--- config.mk ---
export PLATFORM = sky130hd
export DESIGN_NAME = sc_framer
export DESIGN_NICKNAME = d
export VERILOG_FILES = /design/src/sc_dsp_pkg.sv /design/src/sc_regs_pkg.sv /design/src/sc_framer.sv
export SDC_FILE = /design/constraint.sdc
export NUM_CORES = 1
export LEC_CHECK = 0
export BUFFER_PORTS_ARGS = -buffer_cell sky130_fd_sc_hd__buf_2
export CAP_MARGIN = 30
export CELL_PAD_IN_SITES_DETAIL_PLACEMENT = 0
export CELL_PAD_IN_SITES_GLOBAL_PLACEMENT = 1
export CORE_MARGIN = 2
export CORE_UTILIZATION = 35
export DETAILED_ROUTE_END_ITERATION = 10
export PLACE_DENSITY = 0.77
export REMOVE_ABC_BUFFERS = 1
export SYNTH_ARGS = -nofsm -noshare
export SYNTH_HDL_FRONTEND = slang
export SYNTH_SLANG_ARGS = --single-unit
export TNS_END_PERCENT = 50
--- constraint.sdc ---
create_clock -name clk -period 4.1 [get_ports clk]
set_input_delay 0.41 -clock clk [delete_from_list [all_inputs] [get_ports clk]]
set_output_delay 0.41 -clock clk [all_outputs]
set_load 0.005 [all_outputs]
--- src/sc_dsp_pkg.sv ---
package sc_dsp_pkg;

   // one I or Q component
   localparam int SAMPLE_W = 16;

   // product of two components plus one bit for the sum of two products
   localparam int CORR_W = 2 * SAMPLE_W + 1;

   // moving sum width with room for windows of up to 256 samples
   localparam int SUM_W = CORR_W + 8;

   typedef enum logic [1:0] {
      IDLE      = 2'd0,
      IN_REGION = 2'd1,
      REPORT    = 2'd2
   } det_state_t;

   typedef enum logic [1:0] {
      WAIT_TRIG = 2'd0,
      SKIP      = 2'd1,
      EMIT      = 2'd2
   } frm_state_t;

endpackage

--- src/sc_regs_pkg.sv ---
package sc_regs_pkg;

   localparam int ADDR_W     = 8;
   localparam int SET_DATA_W = 32;

   // offset, symbol length and symbol count
   localparam int CNT_W = 16;

   // threshold is a fraction of 256
   localparam int THRESH_W = 8;

   typedef enum logic [ADDR_W-1:0] {
      ADDR_THRESH   = 8'h00,
      ADDR_OFFSET   = 8'h01,
      ADDR_SYM_LEN  = 8'h02,
      ADDR_NUM_SYMS = 8'h03
   } reg_addr_t;

   localparam logic [THRESH_W-1:0] THRESH_DEF   = 8'd128;
   localparam logic [CNT_W-1:0]    OFFSET_DEF   = 16'd0;
   localparam logic [CNT_W-1:0]    SYM_LEN_DEF  = 16'd64;
   localparam logic [CNT_W-1:0]    NUM_SYMS_DEF = 16'd2;

endpackage

--- src/sc_framer.sv ---
`timescale 1ns/10ps

module sc_framer (
   input  logic                              clk,
   input  logic                              i_rst_n,
   input  logic                              i_adv,
   input  logic [2*sc_dsp_pkg::SAMPLE_W-1:0] i_sample,
   input  logic                              i_trig,
   input  logic [sc_regs_pkg::CNT_W-1:0]     i_peak_age,
   input  logic [sc_regs_pkg::CNT_W-1:0]     i_offset,
   input  logic [sc_regs_pkg::CNT_W-1:0]     i_sym_len,
   input  logic [sc_regs_pkg::CNT_W-1:0]     i_num_syms,
   output logic                              o_load,
   output logic [2*sc_dsp_pkg::SAMPLE_W-1:0] o_data,
   output logic                              o_last
);
   import sc_dsp_pkg::*;
   import sc_regs_pkg::*;

   frm_state_t            state;
   logic [2*SAMPLE_W-1:0] pipe_1;
   logic [2*SAMPLE_W-1:0] pipe_2;
   logic [CNT_W-1:0]      skip_cnt;
   logic [CNT_W-1:0]      samp_cnt;
   logic [CNT_W-1:0]      sym_cnt;
   logic [CNT_W:0]        skip_diff;
   logic                  skip_none;
   logic                  shape_ok;
   logic                  sym_end;
   logic                  frame_end;

   // two more stages line the sample up with the detector trigger
   always_ff @(posedge clk) begin
      if (i_adv) begin
         pipe_1 <= i_sample;
         pipe_2 <= pipe_1;
      end
   end

   assign skip_diff = {1'b0, i_offset} - {1'b0, i_peak_age};
   // offset already passed when the difference is zero or negative
   assign skip_none = skip_diff[CNT_W] || (skip_diff == '0);
   assign shape_ok  = (i_sym_len != '0) && (i_num_syms != '0);
   assign sym_end   = (samp_cnt == i_sym_len - 1'b1);
   assign frame_end = (sym_cnt == i_num_syms - 1'b1);

   always_ff @(posedge clk) begin
      if (!i_rst_n) begin
         state    <= WAIT_TRIG;
         skip_cnt <= '0;
         samp_cnt <= '0;
         sym_cnt  <= '0;
      end else if (i_adv) begin
         case (state)
            WAIT_TRIG: begin
               samp_cnt <= '0;
               sym_cnt  <= '0;
               if (i_trig && shape_ok) begin
                  if (skip_none) begin
                     state <= EMIT;
                  end else begin
                     skip_cnt <= skip_diff[CNT_W-1:0];
                     state    <= SKIP;
                  end
               end
            end
            SKIP: begin
               skip_cnt <= skip_cnt - 1'b1;
               if (skip_cnt == CNT_W'(1)) begin
                  state <= EMIT;
               end
            end
            EMIT: begin
               // new triggers are not looked at until the frame is done
               if (sym_end) begin
                  samp_cnt <= '0;
                  if (frame_end) begin
                     sym_cnt <= '0;
                     state   <= WAIT_TRIG;
                  end else begin
                     sym_cnt <= sym_cnt + 1'b1;
                  end
               end else begin
                  samp_cnt <= samp_cnt + 1'b1;
               end
            end
            default: begin
               state <= WAIT_TRIG;
            end
         endcase
      end
   end

   assign o_load = i_adv && (state == EMIT);
   assign o_data = pipe_2;
   assign o_last = (state == EMIT) && sym_end;

endmodule

Yosys cells after proc, flatten, opt, wreduce, memory -nomap -nowiden

Index checks and enable logic that the tools add are counted.

Add/subtract/negate cells: 6
Equal/unequal tests: 10
Muxes and demuxes: 14
Reduce and logical (&&, ||, !) cells: 15

Operators with widths:

| kind                                               | number |
|---|---|
| one-hot mux 16 bit (2 select lines)                | 3 |
| two-way mux 16 bit                                 | 5 |
| subtractor 16 x 1 -> 16 bit, second input constant | 3 |
| adder 16 x 1 -> 16 bit, second input constant      | 2 |
| == test 16 bit                                     | 2 |
| nonzero test 16 bit                                | 2 |
| logical NOT 17 bit                                 | 1 |
| subtractor 16 x 16 -> 17 bit                       | 1 |
| == test 16 x 1 -> 1 bit, second input constant     | 1 |
| two-way mux 2 bit                                  | 5 |
| inequality test 2 bit, second input constant       | 5 |
| one-hot mux 2 bit (3 select lines)                 | 1 |
| AND reduction 5 bit                                | 1 |
| logical AND 1 bit                                  | 4 |
| AND reduction 4 bit                                | 1 |
| nonzero test 2 bit                                 | 2 |
| AND reduction 3 bit                                | 1 |
| == test 2 x 1 -> 1 bit, second input constant      | 1 |
| == test 2 bit, second input constant               | 1 |
| logical NOT 2 bit                                  | 1 |
| AND reduction 2 bit                                | 1 |
| logical OR 1 bit                                   | 1 |

Flip-flop bits (word level): 114
Input port bits: 100
Output and inout bits: 34
Logic and storage cells: 51

Longest topological paths before layout

Gate-level depths: netlist of run 1.

Depth in word-level cells: 6
Mapped depth: 14
Gate-level depth less buffers: 12

Least setup slack after synthesis of run 1

Ideal clock, no wire load.

Kind: input port to flip-flop
Start: input port i_offset[0] in the netlist's numbering
End: register skip_cnt[6]
Setup time: 0.126 ns
Arrival time: 2.932 ns
Required time: 3.974 ns
Path slack: 1.042 ns
Stages on the path: 14
Buffers on the path: 2
Path through: inv_1 > ha_1 > fa_1 > nor2b_1 > o31ai_2 > and2_1 > o311ai_0 > nand4_1 > and4b_1 > a31o_2 > buf_4 > nand2b_2 > buf_2 > o21ai_0

Longest elaborated chain between the ends: 5
Elaborated cells between the ends (all ways): 8
Those cells by class: add/sub (1); eq/ne (1); mux (3); reduce/logical (3)

RTL lines:

| item                                   | line            | RTL |
|---|---|---|
| start, declared                        | sc_framer.sv:10 | `input logic [sc_regs_pkg::CNT_W-1:0] i_offset,` |
| subtractor 16 x 16 -> 17 bit (*)       | sc_framer.sv:40 | `assign skip_diff = {1'b0, i_offset} - {1'b0, i_peak_age};` |
| logical NOT 17 bit                     | sc_framer.sv:42 | `assign skip_none = skip_diff[CNT_W] \|\| (skip_diff == '0);` |
| logical OR 1 bit                       | sc_framer.sv:42 |  |
| inequality test 2 bit (no source line) | -               |  |
| AND reduction 4 bit (no source line)   | -               |  |
| end signal, assigned                   | sc_framer.sv:62 | `skip_cnt <= skip_diff[CNT_W-1:0];` |
| end signal, assigned                   | sc_framer.sv:68 | `skip_cnt <= skip_cnt - 1'b1;` |
| end, declared                          | sc_framer.sv:23 | `logic [CNT_W-1:0] skip_cnt;` |

Mark *: on every way between the ends. The rest lies on a longest branch, timed or not. The select of a mux whose other input is x is not followed.
A chain may end at the register's enable or synchronous reset.

Worst setup path after layout of run 1

Start: input port i_sym_len[0] in the netlist's numbering
End: output port o_last

Longest elaborated chain between the ends: 3

RTL lines:

| item                        | line            | RTL |
|---|---|---|
| start, declared             | sc_framer.sv:11 | `input logic [sc_regs_pkg::CNT_W-1:0] i_sym_len,` |
| subtractor 16 x 1 -> 16 bit | sc_framer.sv:44 | `assign sym_end = (samp_cnt == i_sym_len - 1'b1);` |
| == test 16 bit              | sc_framer.sv:44 |  |
| logical AND 1 bit           | sc_framer.sv:96 | `assign o_last = (state == EMIT) && sym_end;` |
| end, declared               | sc_framer.sv:15 | `output logic o_last` |

No other way between the ends.

==> impl_results.md, run 1 <==
* Status: finished clean
* Worst Setup End Kind: output pin
* H-tree levels at 4
* Final Slew Violations at 0
* #FFs+latches synth at 114
* DRT iter0 DRCs at 333
* Pin count of the biggest net entering global routing at 65
* Layout cell share with drive strength beyond 1 at 23.0%
* Die area at 0.0209 mm^2
* Final Non-Filler Cells at 1127
* Die Width at 145 um
* Clock Pin Slew Worst Setup and Hold Paths at 60 ps
* Detailed Place HPWL at 12300 um
* Placed Cells incl. Taps at 1095
* DRC violations left at 0
* Setup crit start kind: input port
* Worst setup path endpoint: o_last
* Row count at 51
* Distinct cell type count after synthesis at 89
* Commonest non-fill, non-tap cell in the layout: buf_2
* Via count at 5848
* Worst R2R End: sym_cnt[6]
* Synth Warn # at 0
* Tightest Pin Transition at 1020 ps
* Leak at 3.25 nW
* Critical path required time at 3690 ps
* CP Class: input port to output pin
* Worst Path Max Fanout at 7
* Router iterations before antenna repair at 4
* Max-slew headroom at 32.3%
* Vias in the first global route at 5429
* Post-CTS setup buffers at 0
* Most frequent cells in the layout: buf_2, nor2_1, edfxtp_1, nand2_1, dfxtp_1
* Fmax achieved at 295 MHz
* Arrival time worst endpoint at 2980 ps
* Worst VDD drop at 0.316 mV
* Die height at 145 um
* Post-synth EDFFs at 64
* Crit. Startpoint: i_sym_len[0]
* Antenna diode count at 0
* Post-cts resize count at 0
* Clock Latency Late Sink at 410 ps
* Reg2reg path depth at 9
* Gr usage total at 16.0%
* CORE AREA at 0.0194 mm^2
* PwrDens at 399 mW/mm^2
* Via density at 5.19
* Routed len/inst at 14.7 um
* Hold Path Class: input port to flip-flop
* R2R Setup Slk at 1350 ps
* TritonCTS buffer count at 17
* CTS Sinks at 114
* Buffers on Ports at 133
* Clk buf depth at 2
* Post-route clock period utilization at 82.6%
* Total Wirelength at 16500 um
* Hold_buf cts at 0
* Final Critical Period at 3390 ps
* Seq/Total Area, Yosys at 42.3%
* First-pass GRT wire length at 26700 um
* GPL Wtd Cong at 0.835
* Setup TNS Final at 0 ps
* Final hold violation count at 0
* Mapped Area at 0.00691 mm^2
* RSZ-0062 raised after global routing: no
* Syn Area/Cell at 9.60 um^2
* Aggregate global routing overflow at 0
* Post-route antenna net violation count at 0
* Synth-to-Final Area Change at 21.2%
* Final setup fails at 0
* Starting Density at 35.6%
* Synth Flop Type: edfxtp_1
* Reg2reg start: samp_cnt[8]
* Fin nets at 972
* Max_cap viols at 0
* Initial antenna violation count at 0
* Clock root buffer: clkbuf_16
* Cells after synthesis at 720
* Post-Route Skew at 16.4 ps
* FFs w/ async S/R, synth at 0%
* CTS tree: done
* I/O Pins at 134
-- per-layer routing --
layer	part of all wire, %	up-vias	global-route usage, %
met2	49	134	27.5
met1	46	2766	20.7
met5	0	-	0
li1	-	2939	-
met4	0.43	0	3.53
met3	4.3	9	3.41
-- where the power goes --
group          switching (mW)  leakage, nW  internal [mW]
logic                   0.319         1.93          0.213
clock network           0.542        0.284          0.962
registers              0.0283         1.03           1.28
-- synth_stat cells (all sizes together) (21+ instances only) --
master / instances / area (um^2)
ha: 22 / 275
o211ai: 21 / 171
a21oi: 30 / 154
dfxtp: 50 / 1000
nand2: 53 / 201
nand3: 26 / 130
xor2: 33 / 289
o21ai: 35 / 175
xnor2: 39 / 342
inv: 32 / 120
edfxtp: 64 / 1920
nor2: 71 / 267
-- metrics by stage --
stage / worst slack [ps] / total power, mW / area [um^2] / hold slack [ps] / utilization (%)
final: 715 / 3.34 / 8380 / 180 / 43.2
after CTS: 711 / 3.37 / 8380 / 161 / 43.2
after global placement: 547 / 1.86 / 7770 / 401 / 40.1
after detailed placement: 507 / 1.86 / 7770 / 405 / 40.1
after floorplan: 1030 / 1.66 / 6740 / 400 / -
after global routing: 447 / 3.49 / 8380 / 157 / 43.2
-- critical path, stage by stage --
cell       delay [ps]
buf_2             130
inv_1              60
ha_1              180
nor4b_4           420
nor2b_1           220
xnor2_1           140
o2111ai_1         240
nor2_1            150
nand2_1            60
nor4b_1           300
o211ai_1          140
nor3b_1           350
buf_2             190
-- worst min-delay path by stage --
stage | slack (ps) | from | depth (start not counted) | endpoint
floorplan | 400 | pipe_1[0] | 0 | o_data[0]
global placement | 400 | pipe_1[18] | 0 | o_data[18]
detailed placement | 400 | pipe_1[0] | 0 | o_data[0]
CTS | 160 | i_sample[0] | 1 | pipe_1[0]
global route | 160 | i_sample[0] | 1 | pipe_1[0]
finish | 180 | i_sample[0] | 1 | pipe_1[0]
-- flip-flops by register name, summed over array words and instances, names as in the netlist --
| signal | flops |
|---|---|
| skip_cnt | 16 |
| pipe_1 | 32 |
| state | 2 |
| sym_cnt | 16 |
| o_data | 32 |
| samp_cnt | 16 |
-- layout make-up --
class	count	area, um^2
Inverter	32	120
Clock inverter	14	178
Clock buffer	18	429
Fill cell	1942	11000
Tap cell	265	332
Timing Repair Buffer	137	696
Multi-Input combinational cell	547	3700
Sequential cell	114	2920
-- kinds of logic (layout without fill, tap and decap cells) --
logic type | count (synthesis) | in the layout | share of synthesized area (%)
flip-flops | 114 | 114 | 42.3
buffers and inverters | 59 | 201 | 4.20
AO/OA/AOI/OAI | 169 | 169 | 17.3
AND/OR/NAND/NOR | 281 | 281 | 22.6
multiplexers | 2 | 2 | 0.290
XOR/XNOR | 72 | 72 | 9.12
adder cells (fa/ha/maj) | 23 | 23 | 4.27
No activity file was read; power rests on OpenSTA's default activity.
==> run 2: changes to the inputs <==
ABC_AREA = 1   (was unset)
PLACE_DENSITY = 0.83   (was 0.77)
clock period = 3.1 ns   (was 4.1 ns; I/O delays follow)
==> impl_results.md, run 2 <==
* Status: finished clean
* Die Width at 149 um
* Detailed Place HPWL at 14200 um
* PwrDens at 505 mW/mm^2
* CTS tree: done
* Die area at 0.0223 mm^2
* Count leader, synth: nand2_1
* Top cell type by total area after synthesis: edfxtp_1
* Clock Latency Late Sink at 420 ps
* Reg2reg path depth at 10
* Fmax achieved at 422 MHz
* Final hold violation count at 0
* Top cells by area, synth: edfxtp_1, nand2_1, dfxtp_1
* Via density at 4.75
* GPL Wtd Cong at 0.825
* Router iterations before antenna repair at 5
* Hold_buf cts at 0
* Final Worst Setup Slack at 733 ps
* Most frequent cells in the layout: nand2_1, nor2_1, buf_2, inv_1, nand3_1
* CP Class: input port to output pin
* Post-CTS setup buffers at 0
* CTS Sinks at 114
* Post-cts resize count at 0
* FFs w/ async S/R, synth at 0%
* Max-slew headroom at 57.9%
* Post-Route Skew at 11.7 ps
* Synth Flop Type: edfxtp_1
* Syn Area/Cell at 7.31 um^2
* Aggregate global routing overflow at 0
* R2R Setup Slk at 950 ps
* Post-route antenna net violation count at 0
* Total Wirelength at 18700 um
* Fillers at 2160
* H-tree levels at 4
* Cells after synthesis at 1013
* Worst setup path endpoint: o_last
* First-pass GRT wire length at 30700 um
* Worst Path Max Fanout at 4
* I/O Pins at 134
* Critical-path top delay cell: ha_1
* Gr usage total at 17.1%
* Critical path required time at 2790 ps
* TritonCTS buffer count at 17
* Synth-to-Final Area Change at 21.3%
* Final setup fails at 0
* Hold Path Class: input port to flip-flop
* Clock Pin Slew Worst Setup and Hold Paths at 60 ps
* Worst VDD drop at 0.394 mV
* Buffers on Ports at 133
* Tightest Pin Transition at 631 ps
* Distinct cell type count after synthesis at 49
* Mapped Area at 0.00740 mm^2
* Slowest stage delay, CP at 250 ps
* Row count at 53
* Layout cell share with drive strength beyond 1 at 17.6%
* Vias in the first global route at 6457
* Clk buf depth at 2
* Pin count of the biggest net entering global routing at 53
* Final Critical Period at 2370 ps
* Die height at 149 um
* Placed cell areas at 0.00839 mm^2
* Post-synth EDFFs at 64
* Reg2reg start: samp_cnt[1]
* Via count at 6855
* Seq/Total Area, Yosys at 39.5%
* DRC violations left at 0
* Leak at 4.09 nW
* Arrival time worst endpoint at 2060 ps
* Final Slew Violations at 0
* Fin nets at 1279
* Pre-CTS setup slack at 399 ps
* Final instance area at 0.00898 mm^2
* Synth Warn # at 0
* Crit. Startpoint: i_sym_len[0]
* DRT iter0 DRCs at 379
* Worst Setup End Kind: output pin
* Antenna diode count at 0
* CP most frequent cell: nand3_1
* CORE AREA at 0.0209 mm^2
* Worst R2R End: sym_cnt[11]
* Starting Density at 35.4%
* Initial antenna violation count at 0
* Final Power at 4.53 mW
* Setup TNS Final at 0 ps
* Setup crit start kind: input port
* #FFs+latches synth at 114
* Clock root buffer: clkbuf_16
* Max_cap viols at 0
* CP cell instances: buf_2, inv_2, ha_1, nand3_4, inv_1, or2_2, nand3_1, a21oi_1, and3_1, nand3_1, nor2_1, nand3_1, nor3_1, buf_2
* RSZ-0062 raised after global routing: no
* Routed len/inst at 12.9 um
* WHS Path Cells at 1
* Synth cell count leaders: nand2_1, nor2_1, inv_1, nand3_1, edfxtp_1
* Post-route clock period utilization at 76.4%
* Commonest non-fill, non-tap cell in the layout: nand2_1
* Yosys top cell area share at 26.0%
## run 2: changes by cell type in the layout (fill, tap and decap cells not counted), sizes merged, moves of 9 or more
| cell | previous run | this run |
|---|---|---|
| nand4 | 15 | 24 |
| nor2b | 9 | 0 |
| nand2 | 53 | 283 |
| o211ai | 21 | 2 |
| xnor2 | 39 | 19 |
| inv | 36 | 139 |
| nor2 | 71 | 156 |
| o21ai | 35 | 22 |
| nand3 | 26 | 91 |
| a21oi | 30 | 45 |
| and3 | 15 | 1 |
## run 2: metrics by stage
stage / cells / hold WS, ps / util, %
2_1_floorplan: 996 / 400 / -
3_3_place_gp: 1412 / 401 / 40.1
3_5_place_dp: 1412 / 405 / 40.1
4_1_cts: 1444 / 48.2 / 43.0
5_1_grt: 1444 / 45.1 / 43.0
6_report: 1444 / 63.8 / 43.0
## run 2: layer usage
metal / global-route usage [%] / part of all wire, %
met5: 0 / 0
met4: 4.24 / 1.3
met3: 3.51 / 5.0
met2: 28.7 / 47
met1: 22.6 / 46
## run 2: cell type report
class | count | area (um^2) | area share, %
timing repair buffer | 141 | 726 | 8.08
inverter | 132 | 495 | 5.52
clock inverter | 15 | 165 | 1.84
multi-input combinational | 750 | 3900 | 43.4
clock buffer | 17 | 425 | 4.74
tap | 275 | 344 | 3.83
sequential | 114 | 2920 | 32.6
## run 2: where the power goes
group          switching (mW)  leakage [nW]  total, mW  internal (mW)
Combinational           0.507          2.76      0.811          0.304
Clock                   0.828         0.293       1.97           1.15
Sequential             0.0468          1.03       1.74           1.70
Total                    1.38          4.09       4.53           3.15
## run 2: cell families after synthesis
| logic type | Yosys count | share of synthesized area [%] |
|---|---|---|
| buf+inv | 149 | 7.86 |
| mux | 1 | 0.135 |
| compound gates | 79 | 5.93 |
| xor+xnor | 55 | 6.98 |
| flops | 114 | 39.5 |
| fa+ha+maj | 23 | 3.99 |
| simple gates | 592 | 35.6 |
## run 2: critical path, delay by kind of cell
kind | cells | cell delay (ps)
simple gates | 8 | 880
buf+inv | 4 | 500
fa+ha+maj | 1 | 250
compound gates | 1 | 120
## run 2: worst min path at each step
stage,start,endpoint,slack (ps)
floorplan,pipe_1[0],o_data[0],400
global placement,pipe_1[16],o_data[16],400
detailed placement,pipe_1[22],o_data[22],400
CTS,i_sample[9],pipe_1[9],50
global route,i_sample[2],pipe_1[2],50
finish,i_sample[6],pipe_1[6],60
==> run 3: changes to the inputs <==
clock period = 1.9 ns   (was 3.1 ns; I/O delays follow)
==> impl_results.md, run 3 (synthesized netlist as in run 2, its figures left out) <==
* Final Worst Setup Slack at -255 ps
* Final setup fails at 50
* I/O Pins at 134
* Buffers on Ports at 133
* Sw power at 2.36 mW
* Fin nets at 1447
* Pin count of the biggest net entering global routing at 65
* Hold Path Class: input port to flip-flop
* Die Width at 149 um
* Row count at 53
* Aggregate global routing overflow at 0
* GPL Wtd Cong at 0.814
* Final Non-Filler Cells at 1611
* Router iterations before antenna repair at 5
* Starting Density at 35.4%
* Clock Latency Late Sink at 420 ps
* CP Class: flip-flop to output pin
* RSZ-0062 raised after global routing: yes
* Gr usage total at 19.2%
* First-pass GRT wire length at 34100 um
* Total Wirelength at 21200 um
* Met3 usage at 3.78%
* Post-route antenna net violation count at 0
* Setup crit start kind: flip-flop
* TritonCTS buffer count at 17
* Post-Route Skew at 12.1 ps
* GRT busiest layer: met2
* Placed Cells incl. Taps at 1536
* Sequential Power Share at 35.7%
* H-tree levels at 4
* Combinational Power Share at 24.4%
* Switching Share at 29.5%
* Initial antenna violation count at 0
* Hold WS at 116 ps
* Most frequent cells in the layout: nand2_1, nor2_1, buf_4, buf_2, inv_1
* Clk buf depth at 2
* CTS tree: done
* CTS Sinks at 114
* Clock Pin Slew Worst Setup and Hold Paths at 50 ps
* Critical path required time at 1710 ps
* Internal at 5.65 mW
* Failing checks: setup timing
* Worst VDD drop at 0.555 mV
* Max_cap viols at 0
* Worst Path Max Fanout at 2
* DRT iter0 DRCs at 355
* Via count at 7582
* Clock Power Share at 39.9%
* PwrDens at 745 mW/mm^2
* Die area at 0.0223 mm^2
* Status: finished with violations
* Tightest Pin Transition at 768 ps
* Leak at 4.96 nW
* Routed len/inst at 13.2 um
* Met2 Track Usage GR at 34.4%
* Layout cell share with drive strength beyond 1 at 30.8%
* Clock root buffer: clkbuf_16
* Die height at 149 um
* Fmax achieved at 464 MHz
* Worst Setup End Kind: output pin
* Arrival time worst endpoint at 1970 ps
* Antenna diode count at 0
* Post-route clock period utilization at 113%
* Via density at 4.71
* Detailed Place HPWL at 15200 um
* Max-slew headroom at 48.8%
* Final hold violation count at 0
* CORE AREA at 0.0209 mm^2
* Vias in the first global route at 7341
* DRC violations left at 0
* Synth-to-Final Area Change at 45.4%
* Final Critical Period at 2160 ps
* Final Slew Violations at 0
* Commonest non-fill, non-tap cell in the layout: nand2_1
* Met1 global-route usage at 23.0%
run 3: through the flow:
| step | power [mW] | TNS (ps) | area (um^2) | worst slack (ps) | util (%) |
|---|---|---|---|---|---|
| floorplan | 3.74 | -9110 | 7320 | -613 | - |
| global placement | 4.53 | -16200 | 9370 | -498 | 44.8 |
| detailed placement | 4.56 | -19050 | 9370 | -581 | 44.8 |
| CTS | 7.96 | -2550 | 10600 | -275 | 50.6 |
| global route | 8.39 | -11550 | 10800 | -452 | 51.5 |
| finish | 8.02 | -3960 | 10800 | -255 | 51.5 |
run 3: final timing paths:
check / from / endpoint / slack [ps] / cells past startpoint
worst max-delay path: samp_cnt[1] / o_last / -260 / 10
worst min-delay path: i_rst_n / skip_cnt[11] / 120 / 3
worst max register to register: samp_cnt[1] / sym_cnt[1] / -140 / 14
worst min register to register: pipe_1[25] / o_data[25] / 410 / 0
run 3: cell type report:
type	instances	area, um^2
well taps	275	344
repair buffers	309	2170
multi-input cells	750	4230
inverters	132	498
flip-flops and latches	114	2930
clock buffers	17	425
clock inverters	14	159
fillers	1966	10100
run 3: power groups by stage:
stage / registers, mW / logic (mW) / clock network, mW
2_1_floorplan: 2.88 / 0.856 / 0
3_3_place_gp: 2.88 / 1.64 / 0
3_5_place_dp: 2.90 / 1.66 / 0
4_1_cts: 2.85 / 1.87 / 3.24
5_1_grt: 2.87 / 2.18 / 3.34
6_report: 2.86 / 1.96 / 3.20
run 3: worst max-delay path: stages (launching register included):
cell	delay [ps]
dfxtp_2	370
xor2_2	170
buf_4	140
nand3_2	60
a21oi_1	120
and3_1	170
nand3_1	60
nor2_1	110
nand3_1	110
nor3_2	110
buf_2	140
run 3: per-layer routing:
| layer | wire (um) | vias to the layer above |
|---|---|---|
| met1 | 9250 | 3494 |
| met5 | 0 | - |
| met2 | 10800 | 145 |
| met3 | 791 | 28 |
| met4 | 371 | 0 |
| li1 | - | 3915 |
run 3: timing repair:
item | CTS | global route
pin swaps | 9 | 19
endpoints found under the setup margin | 17 | 51
buffers inserted | 12 | 0
resized for setup | 45 | 48
hold endpoints to repair | 32 | 0
hold buffers | 32 | 0
gates cloned | 2 | 0
