## src/sc_dsp_pkg.sv

```systemverilog
package sc_dsp_pkg;

   // one I or Q component
   localparam int SAMPLE_W = 16;

   // product of two components plus one bit for the sum of two products
   localparam int CORR_W = 2 * SAMPLE_W + 1;

   // moving sum width with room for windows of up to 256 samples
   localparam int SUM_W = CORR_W + 8;

   typedef enum logic [1:0] {
      IDLE      = 2'd0,
      IN_REGION = 2'd1,
      REPORT    = 2'd2
   } det_state_t;

   typedef enum logic [1:0] {
      WAIT_TRIG = 2'd0,
      SKIP      = 2'd1,
      EMIT      = 2'd2
   } frm_state_t;

endpackage

```

## src/sc_regs_pkg.sv

```systemverilog
package sc_regs_pkg;

   localparam int ADDR_W     = 8;
   localparam int SET_DATA_W = 32;

   // offset, symbol length and symbol count
   localparam int CNT_W = 16;

   // threshold is a fraction of 256
   localparam int THRESH_W = 8;

   typedef enum logic [ADDR_W-1:0] {
      ADDR_THRESH   = 8'h00,
      ADDR_OFFSET   = 8'h01,
      ADDR_SYM_LEN  = 8'h02,
      ADDR_NUM_SYMS = 8'h03
   } reg_addr_t;

   localparam logic [THRESH_W-1:0] THRESH_DEF   = 8'd128;
   localparam logic [CNT_W-1:0]    OFFSET_DEF   = 16'd0;
   localparam logic [CNT_W-1:0]    SYM_LEN_DEF  = 16'd64;
   localparam logic [CNT_W-1:0]    NUM_SYMS_DEF = 16'd2;

endpackage

```

## src/sc_peak_detect.sv

```systemverilog
`timescale 1ns/10ps

module sc_peak_detect (
   input  logic                                 clk,
   input  logic                                 i_rst_n,
   input  logic                                 i_adv,
   input  logic signed [sc_dsp_pkg::SUM_W-1:0]  i_sum_i,
   input  logic signed [sc_dsp_pkg::SUM_W-1:0]  i_sum_q,
   input  logic signed [sc_dsp_pkg::SUM_W-1:0]  i_sum_pow,
   input  logic [sc_regs_pkg::THRESH_W-1:0]     i_thresh,
   output logic                                 o_trig,
   output logic [sc_regs_pkg::CNT_W-1:0]        o_peak_age
);
   import sc_dsp_pkg::*;
   import sc_regs_pkg::*;

   localparam int MAG_W = SUM_W + 1;
   localparam int CMP_W = MAG_W + THRESH_W;

   det_state_t       state;
   logic [SUM_W-1:0] abs_i;
   logic [SUM_W-1:0] abs_q;
   logic [SUM_W-1:0] big;
   logic [SUM_W-1:0] small_abs;
   logic [SUM_W-1:0] pow_u;
   logic [MAG_W-1:0] mag;
   logic [MAG_W-1:0] max_mag;
   logic [CMP_W-1:0] lhs;
   logic [CMP_W-1:0] rhs;
   logic             above;

   assign abs_i = i_sum_i[SUM_W-1] ? -i_sum_i : i_sum_i;
   assign abs_q = i_sum_q[SUM_W-1] ? -i_sum_q : i_sum_q;
   // power sum never goes negative
   assign pow_u = i_sum_pow;

   // |z| ~ max + min/2
   assign big       = (abs_i > abs_q) ? abs_i : abs_q;
   assign small_abs = (abs_i > abs_q) ? abs_q : abs_i;
   assign mag       = MAG_W'(big) + MAG_W'(small_abs >> 1);

   // 256 * mag > thresh * power
   assign lhs   = {mag, {THRESH_W{1'b0}}};
   assign rhs   = CMP_W'(i_thresh) * CMP_W'(pow_u);
   assign above = (lhs > rhs);

   // age counts from the peak to the sample that follows the region end,
   // which is the first sample the framer sees after the trigger
   always_ff @(posedge clk) begin
      if (!i_rst_n) begin
         state      <= IDLE;
         o_peak_age <= '0;
      end else if (i_adv) begin
         case (state)
            IDLE: begin
               if (above) begin
                  state      <= IN_REGION;
                  o_peak_age <= CNT_W'(1);
               end
            end
            IN_REGION: begin
               if (above && (mag > max_mag)) begin
                  o_peak_age <= CNT_W'(1);
               end else if (o_peak_age != '1) begin
                  o_peak_age <= o_peak_age + 1'b1;
               end
               if (!above) begin
                  state <= REPORT;
               end
            end
            REPORT: begin
               state <= IDLE;
            end
            default: begin
               state <= IDLE;
            end
         endcase
      end
   end

   always_ff @(posedge clk) begin
      if (i_adv) begin
         if ((state == IDLE) || ((state == IN_REGION) && above && (mag > max_mag))) begin
            max_mag <= mag;
         end
      end
   end

   // held for exactly one accepted sample
   assign o_trig = (state == REPORT);

endmodule

```

## config.mk

```make
export PLATFORM = sky130hd
export DESIGN_NAME = sc_peak_detect
export DESIGN_NICKNAME = d
export VERILOG_FILES = /design/src/sc_dsp_pkg.sv /design/src/sc_regs_pkg.sv /design/src/sc_peak_detect.sv
export SDC_FILE = /design/constraint.sdc
export NUM_CORES = 1
export LEC_CHECK = 0
export BUFFER_PORTS_ARGS = -buffer_cell sky130_fd_sc_hd__buf_2
export CELL_PAD_IN_SITES_DETAIL_PLACEMENT = 2
export CELL_PAD_IN_SITES_GLOBAL_PLACEMENT = 2
export CORE_MARGIN = 4
export CORE_UTILIZATION = 42
export CTS_CLUSTER_SIZE = 16
export DETAILED_ROUTE_END_ITERATION = 16
export PLACE_DENSITY = 0.95
export SYNTH_ARGS = -nofsm -noshare
export SYNTH_HDL_FRONTEND = slang
export SYNTH_SLANG_ARGS = --single-unit
```

## constraint.sdc

```tcl
create_clock -name clk -period 21.1 [get_ports clk]
set_input_delay 3.165 -clock clk [delete_from_list [all_inputs] [get_ports clk]]
set_output_delay 3.165 -clock clk [all_outputs]
set_load 0.05 [all_outputs]
```

# Word level (Yosys, flattened, before mapping)
# Cells that the tools add are included.
[word_totals]
regBits = 60
wordCells = 37
output_inout_bits = 17
inputBits = 134
[classes]
eq_ne = 6
addsub = 4
order_cmp = 3
n_reduce_logical = 9
n_mux = 11
multipliers = 1
[op_table]
columns = ["op", "n"]
rows = [
  ["two-way mux 41 bit", 4],
  ["negator 41 bit", 2],
  ["greater-than comparator 50 x 49 -> 1 bit", 1],
  ["multiplier 8 x 41 -> 49 bit", 1],
  ["two-way mux 16 bit", 3],
  ["adder 41 x 40 -> 42 bit", 1],
  ["greater-than comparator 42 bit", 1],
  ["greater-than comparator 41 bit", 1],
  ["one-hot mux 16 bit (2 select lines)", 1],
  ["adder 16 x 1 -> 16 bit, second input constant", 1],
  ["!= test 16 bit, second input constant", 1],
  ["two-way mux 2 bit", 2],
  ["!= test 2 bit, second input constant", 2],
  ["one-hot mux 2 bit (2 select lines)", 1],
  ["AND reduction 4 bit", 1],
  ["logical AND 1 bit", 3],
  ["!= test 3 bit, second input constant", 1],
  ["AND reduction 3 bit", 1],
  ["equality test 2 x 1 -> 1 bit, second input constant", 1],
  ["equality test 2 bit, second input constant", 1],
  ["zero test 2 bit", 1],
  ["AND reduction 2 bit", 1],
  ["nonzero test 2 bit", 1],
  ["logical OR 1 bit", 1],
]

# Longest topological paths before layout
# Gate-level depths: netlist of the first run.
[logic_depth]
word_depth = 10
depth_mapped = 53
mapped_depth_nobuf = 50

# Worst setup path after synthesis of the first run
# Ideal clock, no wire load.
[synth_timing]
path_type = "input to register"
startpoint = "input port i_sum_q[8] (netlist name)"
endpoint = "register max_mag[0], enable pin"
t_required_ns = 20.659
path_buffers = 2
slack_ns = 6.363
cell_stages = 48
arrival_ns = 14.296
setup_time_ns = 0.441
cell_sequence = "or4_1 > or3_1 > or3_1 > inv_2 > nand2_1 > or3_1 > nand2b_1 > o31ai_1 > nand2_1 > xnor2_1 > ha_1 > a21o_1 > a21oi_1 > o21ai_0 > a31oi_1 > o211ai_1 > o21ai_0 > clkbuf_1 > [... 12 more ...] > a2bb2oi_1 > nand4_1 > a41oi_1 > o21a_1 > nor2_1 > xnor2_1 > ha_1 > nand4_1 > nor2_1 > and2_1 > nand3_1 > a22oi_1 > nor2_1 > a21oi_1 > o22ai_1 > a211oi_4 > nor2b_1 > nor2_1"
[synth_between]
elab_chain_cells = 10
elab_cells_between_ends = 12
cone_classes = "2 x add/sub; 3 x order compare; 3 x mux; 4 x reduce/logical"
[synth_rtl]
columns = ["item", "line_no", "source"]
rows = [
  ["start, declared", "sc_peak_detect.sv:8", "input logic signed [sc_dsp_pkg::SUM_W-1:0] i_sum_q,"],
  ["negator 41 bit", "sc_peak_detect.sv:33", "assign abs_q = i_sum_q[SUM_W-1] ? -i_sum_q : i_sum_q;"],
  ["two-way mux 41 bit (*)", "sc_peak_detect.sv:33", ""],
  ["greater-than comparator 41 bit", "sc_peak_detect.sv:38, sc_peak_detect.sv:39", ""],
  ["two-way mux 41 bit (on tied branches)", "sc_peak_detect.sv:38, sc_peak_detect.sv:39", ""],
  ["adder 41 x 40 -> 42 bit (*)", "sc_peak_detect.sv:40", "assign mag = MAG_W'(big) + MAG_W'(small_abs >> 1);"],
  ["via mag[40]", "sc_peak_detect.sv:26", "logic [MAG_W-1:0] mag;"],
  ["greater-than comparator 50 x 49 -> 1 bit", "sc_peak_detect.sv:45", "assign above = (lhs > rhs);"],
  ["logical AND 1 bit", "sc_peak_detect.sv:83", "if ((state == IDLE) || ((state == IN_REGION) && above && (mag > max_mag))) begin"],
  ["logical AND 1 bit (*)", "sc_peak_detect.sv:83", ""],
  ["logical OR 1 bit (*)", "sc_peak_detect.sv:83", ""],
  ["AND reduction 2 bit (no source line) (*)", "--", ""],
  ["end signal, assigned", "sc_peak_detect.sv:84", "max_mag <= mag;"],
  ["end, declared", "sc_peak_detect.sv:27", "logic [MAG_W-1:0] max_mag;"],
]
# The timed path passes the listed nets; every way through them passes the cells marked *.
# A chain may end at the register's enable or synchronous reset.

# Worst setup path in the final report of the first run
[layout_timing]
startpoint = "input port i_sum_q[8] (netlist name)"
endpoint = "register o_peak_age[4] (netlist name)"
[layout_between]
elab_chain_cells = 9
elab_cells_between_ends = 14
cone_classes = "2 x add/sub; 3 x order compare; 2 x eq/ne; 5 x mux; 2 x reduce/logical"
[layout_rtl]
columns = ["item", "line_no", "source"]
rows = [
  ["negator 41 bit", "sc_peak_detect.sv:33", ""],
  ["two-way mux 41 bit (*)", "sc_peak_detect.sv:33", ""],
  ["greater-than comparator 41 bit", "sc_peak_detect.sv:38, sc_peak_detect.sv:39", ""],
  ["two-way mux 41 bit (on tied branches)", "sc_peak_detect.sv:38, sc_peak_detect.sv:39", ""],
  ["adder 41 x 40 -> 42 bit (*)", "sc_peak_detect.sv:40", ""],
  ["via mag[40]", "sc_peak_detect.sv:26", ""],
  ["greater-than comparator 50 x 49 -> 1 bit / greater-than comparator 42 bit (equally long branches)", "sc_peak_detect.sv:45, sc_peak_detect.sv:62", ""],
  ["logical AND 1 bit", "sc_peak_detect.sv:62", "if (above && (mag > max_mag)) begin"],
  ["!= test 3 bit (no source line) / two-way mux 16 bit (equally long branches)", "--", ""],
  ["AND reduction 4 bit (no source line) / one-hot mux 16 bit (2 select lines) (equally long branches)", "--", ""],
  ["end signal, assigned", "sc_peak_detect.sv:65", "o_peak_age <= o_peak_age + 1'b1;"],
  ["end, declared", "sc_peak_detect.sv:12", "output logic [sc_regs_pkg::CNT_W-1:0] o_peak_age"],
]
# Marked as above.

==> flow_metrics.tcl, run 1 <==
set metrics [dict create \
    status "finished, final reports clean" \
    slew_violations 0 \
    cts_resized 0 \
    worstHoldPathType "flop to flop" \
    netlist_area_sq_um 19900 \
    die_area_sq_um 51000 \
    portBuffers 150 \
    synth.most_common_cell "inv_1" \
    first_pass_iters 5 \
    ant_nets 0 \
    vias 20300 \
    fin_util_pct 46.2 \
    synthTopCellsByArea "fa_1, ha_1, edfxtp_1" \
    synth.area.mux_share_pct 4.13 \
    yosys_warnings 0 \
    critical_path.max_fanout 32 \
    timing.rr.start "max_mag[13]" \
    hold_viol 0 \
    fin_setup_tns_ns 0 \
    clk_latency_ns 0.38 \
    cts_max_level 3 \
    hold_ws_ns 0.558 \
    slowest_stage "nor4_1" \
    synth-seq-cells 60 \
    hpwl_um 67400 \
    dp_slack_ns 4.88 \
    critPathMaxStageDelay_ns 0.69 \
    antenna_found_initial 5 \
    track_usage_pct 37.6 \
    root_buffer "clkbuf_16" \
    die_y_um 226 \
    synth_xor_area_share_pct 6.76 \
    synth_enable_flop_cells 42 \
    grt_pass1_vias 23900 \
    cts_buffers 9 \
    synth_ff_type "edfxtp_1" \
    synthesis.nets 2977 \
    drc 0 \
    yosysTopAreaCell "fa_1" \
    wl_per_cell_um 31.5 \
    cts_hold_buf 0 \
    synth_fa_ha_area_share_pct 38.1 \
    synth_common_cells "inv_1, nand2_1, fa_1" \
    drive_gt1_share_pct 8.84 \
    leakage_uw 0.0107 \
    fin_crit_ns 16.85 \
    grt_pass1_wl_um 148000 \
    rrSetupSlack_ns 16.19 \
    yosysSeqAreaShare_pct 8.13 \
    cts_tree "done" \
    cp_num_buf_inv 4 \
    final.setup_skew_ns 0.0146 \
    cp-start-kind "input port" \
    synthSimpleGateAreaFrac_pct 19.4 \
    gp_congestion 0.859 \
    synth_top_family_by_area "adder cells" \
    die_x_um 226 \
    cts_max_path_buffers 2 \
    coreArea_sq_um 46800 \
    clkTransAtPathRegs_ns 0.06 \
    tightest_slew_ns 1.10 \
    stdcell_count 3099 \
    postCtsSetupBuffers 0 \
    crit_arrival_ns 17.10 \
    syn_inst 2378 \
    power.density_nw_per_um2 175 \
    dpl.cell_count 3078 \
    async_reset_ff_share_pct 0 \
    grt_max_degree 51 \
    synth_cell_types 88 \
    clock_sinks 60 \
    syn_area_per_cell_sq_um 8.39 \
    drv_cap 0 \
    setup_violations 0 \
    critPathCaptureType "flop" \
    crit_cells 46 \
    ir_drop_mv 0.0810 \
    fin_ws_ns 4.25 \
    first_iter_violations 1678 \
    critPathTopFamily "compound AO/OA/AOI/OAI gates" \
    r2r_end "max_mag[37]" \
    area_delta_synth_final_pct 8.34 \
    synth_compound_area_share_pct 16.0 \
    rsz0062_at_grt "false" \
    startpoint "i_sum_q[8]" \
    worstPathRequired_ns 21.35 \
    path_class "input port to flop" \
    globalRouteOverflowTotal 0 \
    yosys.area.top_type_share_pct 23.6 \
    endpoint "o_peak_age[4]" \
    io_pins 151 \
    fmax_ghz 0.0594 \
    max_slew_margin_pct 26.6 \
    wirelength_um 97700 \
    initial_core_util_pct 42.7 \
    vias_per_cell 6.54 \
    finalNetCount 3082 \
    rows 79 \
    finalCritPeriodShare_pct 79.8 \
    reg2regPathDepth 15 \
]
==> per-layer routing <==
layer  GRT usage, %  wire length [um]  share of wire (%)  vias to the layer above
met2           67.6             49500                 51                     1122
met3           7.12              5990                6.1                      547
met1           40.7             34900                 36                    10300
li1               -                 -                  -                     8276
met5              0                10              0.010                        -
met4           23.2              7200                7.4                        2
==> worst reg2reg max path: cells and delay by family (launching register included) <==
kind,cells,cell delay (ns)
fa+ha+maj,1,0.34
compound gates,8,2.28
flops,1,0.37
simple gates,4,1.20
buf+inv,2,0.39
==> state kept, by name, indices dropped and copies added (netlist names) <==
register and cells:
o_peak_age 16, state 2, max_mag 42
==> cell families after synthesis <==
| group | Yosys count |
|---|---|
| buf+inv | 392 |
| simple gates | 759 |
| compound gates | 466 |
| fa+ha+maj | 466 |
| flops | 60 |
| xor+xnor | 154 |
| mux | 81 |
==> metrics by stage <==
| step | power (uW) | area, sq um |
|---|---|---|
| 2_1_floorplan | 2190 | 19900 |
| 3_3_place_gp | 2760 | 21300 |
| 3_5_place_dp | 3200 | 21300 |
| 4_1_cts | 3640 | 21600 |
| 5_1_grt | 3940 | 21600 |
| 6_report | 3780 | 21600 |
==> cell usage in the layout (no fill, tap or decap), drive strengths merged, types with 10 or more instances in the layout <==
cell type,count
o31ai,36
clkbuf,14
a21o,64
nand2b,23
a211oi,14
o21a,25
or2,11
nor2,72
o41ai,12
mux2i,80
edfxtp,42
a31oi,10
a32oi,12
nand2,301
o21ai,91
nor3,24
inv,331
or3,27
xor2,97
dfxtp,18
or4,12
buf,156
fa,235
nor4,11
o211ai,11
and3,11
nor2b,27
a21oi,126
ha,230
nand3,36
xnor2,57
and2,156
nand4,30
==> worst min path at each step <==
| stage | start | endpoint | slack, ns | cells after the start |
|---|---|---|---|---|
| after floorplan | state[1] | state[0] | 0.58 | 3 |
| after global placement | o_peak_age[1] | o_peak_age[1] | 0.50 | 2 |
| after detailed placement | o_peak_age[1] | o_peak_age[1] | 0.53 | 2 |
| after CTS | o_peak_age[1] | o_peak_age[1] | 0.56 | 2 |
| after global routing | o_peak_age[1] | o_peak_age[1] | 0.58 | 2 |
| final | o_peak_age[1] | o_peak_age[1] | 0.56 | 2 |
==> final cells by class <==
| class | instances | area [sq um] |
|---|---|---|
| diodes | 4 | 10.0 |
| clock buffers | 14 | 307 |
| multi-input cells | 1926 | 16900 |
| repair buffers | 156 | 808 |
| fillers | 5163 | 25100 |
| flip-flops and latches | 60 | 1620 |
| well taps | 607 | 759 |
| inverters | 330 | 1240 |
| clock inverters | 2 | 11.3 |
==> power breakdown <==
| group | switching (uW) | leakage (uW) | internal, uW |
|---|---|---|---|
| combinational | 2180 | 0.0100 | 1200 |
| clock | 71.6 | 0.000160 | 100 |
| sequential | 32.0 | 0.000552 | 199 |
| total | 2280 | 0.0107 | 1500 |
(Power assumes the default switching activity.)
==> inputs of run 2 (changes only) <==
--- a/config.mk
+++ b/config.mk
@@ -9,10 +9,10 @@
 export CELL_PAD_IN_SITES_DETAIL_PLACEMENT = 2
 export CELL_PAD_IN_SITES_GLOBAL_PLACEMENT = 2
 export CORE_MARGIN = 4
-export CORE_UTILIZATION = 42
+export CORE_UTILIZATION = 35
 export CTS_CLUSTER_SIZE = 16
 export DETAILED_ROUTE_END_ITERATION = 16
-export PLACE_DENSITY = 0.95
+export PLACE_DENSITY = 0.88
 export SYNTH_ARGS = -nofsm -noshare
 export SYNTH_HDL_FRONTEND = slang
 export SYNTH_SLANG_ARGS = --single-unit
==> constraint.sdc (replaced) <==
create_clock -name clk -period 13.8 [get_ports clk]
set_input_delay 2.07 -clock clk [delete_from_list [all_inputs] [get_ports clk]]
set_output_delay 2.07 -clock clk [all_outputs]
set_load 0.05 [all_outputs]
==> run 2 against run 1 <==
Effect of this change:
- register-to-register slack got worse by 6.4 ns
- via count fell by 7.3%
- clock power rose by 51%
- largest cell class unchanged
- first-iteration DRC count fell by 40%
- power rose by 40%
- sequential cell count did not move
- critical path depth rose by 1
- sequential power rose by 47%
- largest power group unchanged
- clock-buffer cell count fell by 5
- non-clock buffer count rose by 12
- cell count rose by 5.1%
- worst hold slack improved by 0.029 ns
==> flow_metrics.tcl, run 2 (synthesis gave the netlist of run 1 again) <==
set metrics [dict create \
    clock_sinks 60 \
    fin_setup_tns_ns 0 \
    vias_per_cell 5.77 \
    hold_depth 2 \
    wl_per_cell_um 24.6 \
    stdcell_count 3257 \
    clkTransAtPathRegs_ns 0.06 \
    wirelength_um 80000 \
    die_y_um 247 \
    cts_buffers 9 \
    final.setup_skew_ns 0.0141 \
    vias 18800 \
    hpwl_um 64300 \
    die_area_sq_um 60900 \
    power.density_nw_per_um2 240 \
    final_cell_mix "inv_1, nand2_1, fa_1" \
    dpl.cell_count 3229 \
    hold_ws_ns 0.587 \
    hold_viol 0 \
    cts_max_level 3 \
    critPathCaptureType "flop" \
    setup_violations 0 \
    leakage_uw 0.0108 \
    area_delta_synth_final_pct 10.3 \
    path_class "input port to flop" \
    cp_num_buf_inv 5 \
    die_x_um 247 \
    tightest_slew_ns 1.05 \
    crit_arrival_ns 13.31 \
    cp-start-kind "input port" \
    grt_pass1_vias 22000 \
    finalCritPeriodShare_pct 96.2 \
    critPathMaxStageDelay_ns 0.57 \
    drv_cap 0 \
    worstPathRequired_ns 13.83 \
    io_pins 151 \
    critPathTopFamily "simple AND/OR/NAND/NOR gates" \
    fmax_ghz 0.0753 \
    critPathMostFrequentCell "nand4_1" \
    first_iter_violations 1001 \
    globalRouteOverflowTotal 0 \
    root_buffer "clkbuf_16" \
    worstHoldPathType "flop to flop" \
    ant_nets 0 \
    portBuffers 150 \
    max_slew_margin_pct 30.2 \
    antenna_found_initial 2 \
    drc 0 \
    gp_congestion 0.872 \
    ir_drop_mv 0.114 \
    drive_gt1_share_pct 9.88 \
    p_total_uw 5280 \
    track_usage_pct 25.6 \
    fillers 6439 \
    reg2regPathDepth 15 \
    slew_violations 0 \
    grt_max_degree 43 \
    coreArea_sq_um 56400 \
    critical_path.max_fanout 42 \
    status "finished, final reports clean" \
    first_pass_iters 5 \
    fin_crit_ns 13.28 \
    rows 87 \
    clk_latency_ns 0.36 \
    grt_pass1_wl_um 124000 \
    final_common_cell "inv_1" \
    top_register "max_mag" \
    slowest_stage "or4_1" \
    crit_cells 47 \
    largest_reg_flops 42 \
    cts_tree "done" \
    top_regs "max_mag: 42 flops, o_peak_age: 16 flops, state: 2 flops" \
    cts_max_path_buffers 2 \
    finalNetCount 3094 \
    initial_core_util_pct 35.4 \
]
## run 2: worst paths after layout
path	start	end	slack, ns
worst max-delay path	i_sum_q[8]	max_mag[32]	0.52
worst min-delay path	o_peak_age[4]	o_peak_age[4]	0.59
worst max register to register	max_mag[18]	max_mag[32]	9.78
worst min register to register	o_peak_age[4]	o_peak_age[4]	0.59
## run 2: area by class of cell
type / count / area (sq um) / share of cell area [%]
multi-input cells: 1926 / 16900 / 77.0
flip-flops and latches: 60 / 1620 / 7.37
inverters: 330 / 1240 / 5.63
well taps: 756 / 946 / 4.30
repair buffers: 168 / 915 / 4.16
clock buffers: 9 / 225 / 1.02
clock inverters: 7 / 101 / 0.461
diodes: 1 / 2.50 / 0.0114
## run 2: layer usage
layer	vias to the layer above	share of wire (%)	track usage [%]
met5	-	0.016	0
met2	505	54	49.9
met4	2	5.2	11.0
met3	264	3.2	2.58
met1	9714	37	27.9
li1	8298	-	-
## run 2: tightest hold or removal path: stages (launching register included)
cell and delay [ns]:
dfxtp_1 0.36, nand3_1 0.09, o211ai_1 0.09
## run 2: report_power, final
group	leakage, uW	internal, uW	switching (uW)
registers	0.000552	304	35.8
clock network	0.000152	159	99.8
logic	0.0101	1790	2890
## run 2: per-stage QoR
stage	area (sq um)	util, %	setup slack, ns
finish	22000	39.0	0.520
global route	22000	39.0	-0.0913
CTS	21800	38.7	0.00679
detailed placement	21500	38.1	-0.412
global placement	21500	38.1	0.701
floorplan	19900	-	0.158
## run 2: repair_timing
item,in CTS,in global routing
endpoints found under the setup margin,7,59
gates resized for setup,2,15
buffers inserted,0,11
hold buffers,0,0
pin swaps,1,3
==> inputs of run 3 (changes only) <==
--- a/config.mk
+++ b/config.mk
@@ -12,7 +12,7 @@
 export CORE_UTILIZATION = 35
 export CTS_CLUSTER_SIZE = 16
 export DETAILED_ROUTE_END_ITERATION = 16
-export PLACE_DENSITY = 0.88
+export PLACE_DENSITY = 0.77
 export SYNTH_ARGS = -nofsm -noshare
 export SYNTH_HDL_FRONTEND = slang
 export SYNTH_SLANG_ARGS = --single-unit
==> run 3 against run 2 <==
Effect of this change:
- clock-buffer cell count did not move
- cell count decreased by 0.15%
- worst setup slack improved by 0.13 ns
- worst hold slack got worse by 0.074 ns
- first-iteration DRC count is 33% lower
- die area unchanged
- global-route usage shrank 4.0 points
- register-to-register slack improved by 0.06 ns
- final area shrank 0.44%
- critical endpoint is now max_mag[28]
==> flow_metrics.tcl, run 3 (synthesis gave the netlist of run 1 again) <==
set metrics [dict create \
    grt_pass1_vias 20300 \
    initial_core_util_pct 35.4 \
    status "finished, final reports clean" \
    clk_latency_ns 0.36 \
    crit_arrival_ns 13.18 \
    ant_nets 0 \
    finalCritPeriodShare_pct 95.3 \
    first_iter_violations 675 \
    wl_per_cell_um 20.4 \
    finalNetCount 3088 \
    cts_max_path_buffers 2 \
    root_buffer "clkbuf_16" \
    grt_pass1_wl_um 107000 \
    critPathMaxStageDelay_ns 0.57 \
    vias 17700 \
    fmax_ghz 0.0760 \
    cp_num_buf_inv 5 \
    fin_setup_tns_ns 0 \
    globalRouteOverflowTotal 0 \
    slew_violations 0 \
    io_pins 151 \
    drv_cap 0 \
    die_area_sq_um 60900 \
    die_x_um 247 \
    gp_congestion 0.841 \
    vias_per_cell 5.43 \
    worstHoldPathType "flop to flop" \
    cts_max_level 3 \
    path_class "input port to flop" \
    hold_viol 0 \
    critPathTopFamily "simple AND/OR/NAND/NOR gates" \
    final_common_cell "inv_1" \
    ir_drop_mv 0.119 \
    portBuffers 150 \
    postCtsSetupBuffers 0 \
    critPathCaptureType "flop" \
    tightest_slew_ns 1.10 \
    final.setup_skew_ns 0.0138 \
    clock_sinks 60 \
    worstPathRequired_ns 13.83 \
    antenna_found_initial 2 \
    first_pass_iters 5 \
    multi_input_area_sq_um 16900 \
    top_regs "max_mag: 42 flops, o_peak_age: 16 flops, state: 2 flops" \
    fin_crit_ns 13.15 \
    wirelength_um 66400 \
    seq_area_sq_um 1620 \
    track_usage_pct 21.6 \
    cts_tree "done" \
    max_slew_margin_pct 26.8 \
    clkTransAtPathRegs_ns 0.06 \
    dpl.cell_count 3234 \
    largest_reg_flops 42 \
    rsz0062_at_grt "false" \
    setup_violations 0 \
    critical_path.max_fanout 42 \
    hpwl_um 55700 \
    drc 0 \
    dpl_cell_area_sq_um 21500 \
    die_y_um 247 \
    design_area_sq_um 21900 \
    top_register "max_mag" \
    grt_max_degree 43 \
    cp-start-kind "input port" \
    power.density_nw_per_um2 223 \
    cts_buffers 9 \
    area_delta_synth_final_pct 9.79 \
    slowest_stage "or4_1" \
    rows 87 \
    stdcell_count 3252 \
    final_cell_mix "inv_1, nand2_1, fa_1" \
    coreArea_sq_um 56400 \
    drive_gt1_share_pct 9.42 \
    p_total_uw 4890 \
    leakage_uw 0.0108 \
    fillers 6529 \
]
==> run 3: metal layers <==
metal	up-vias	GRT usage, %	part of all wire, %
li1	8289	-	-
met1	9124	26.6	43
met2	175	41.6	54
met3	65	1.77	1.9
met4	0	3.47	1.3
met5	-	0	0
==> run 3: stage by stage <==
| stage | hold WS, ns | util, % | worst slack, ns |
|---|---|---|---|
| 3_3_place_gp | 0.488 | 38.2 | 0.637 |
| 5_1_grt | 0.537 | 38.8 | 0.00521 |
| 2_1_floorplan | 0.578 | - | 0.158 |
| 4_1_cts | 0.516 | 38.7 | 0.100 |
| 3_5_place_dp | 0.507 | 38.2 | -0.140 |
| 6_report | 0.513 | 38.8 | 0.645 |
==> run 3: worst paths after layout <==
| kind | start | endpoint | slack [ns] | cells past startpoint |
|---|---|---|---|---|
| setup / recovery | i_sum_q[8] | max_mag[28] | 0.65 | 49 |
| hold / removal | o_peak_age[1] | o_peak_age[1] | 0.51 | 2 |
| setup reg to reg | max_mag[13] | max_mag[28] | 9.84 | 15 |
| hold reg to reg | o_peak_age[1] | o_peak_age[1] | 0.51 | 2 |
==> run 3: timing repair <==
item | in CTS | in global routing
endpoints found under the setup margin | 0 | 58
resized for setup | 0 | 12
hold buffers | 0 | 0
==> run 3: where the power goes <==
group | internal [uW] | leakage (uW) | switching, uW
Sequential | 303 | 0.000552 | 28.2
Combinational | 1730 | 0.0101 | 2580
Clock | 159 | 0.000156 | 98.3
==> run 3: worst min-delay path: stages, from the launching register on <==
cell and delay [ns]:
dfxtp_1 0.34, nand3_1 0.07, o21ai_1 0.06
==> run 3: layout make-up <==
class | count | area share (%)
clock inverter | 7 | 0.451
antenna | 2 | 0.0229
sequential | 60 | 7.40
clock buffer | 9 | 1.03
inverter | 330 | 5.66
tap | 756 | 4.32
multi-input combinational | 1926 | 77.2
timing repair buffer | 162 | 3.95
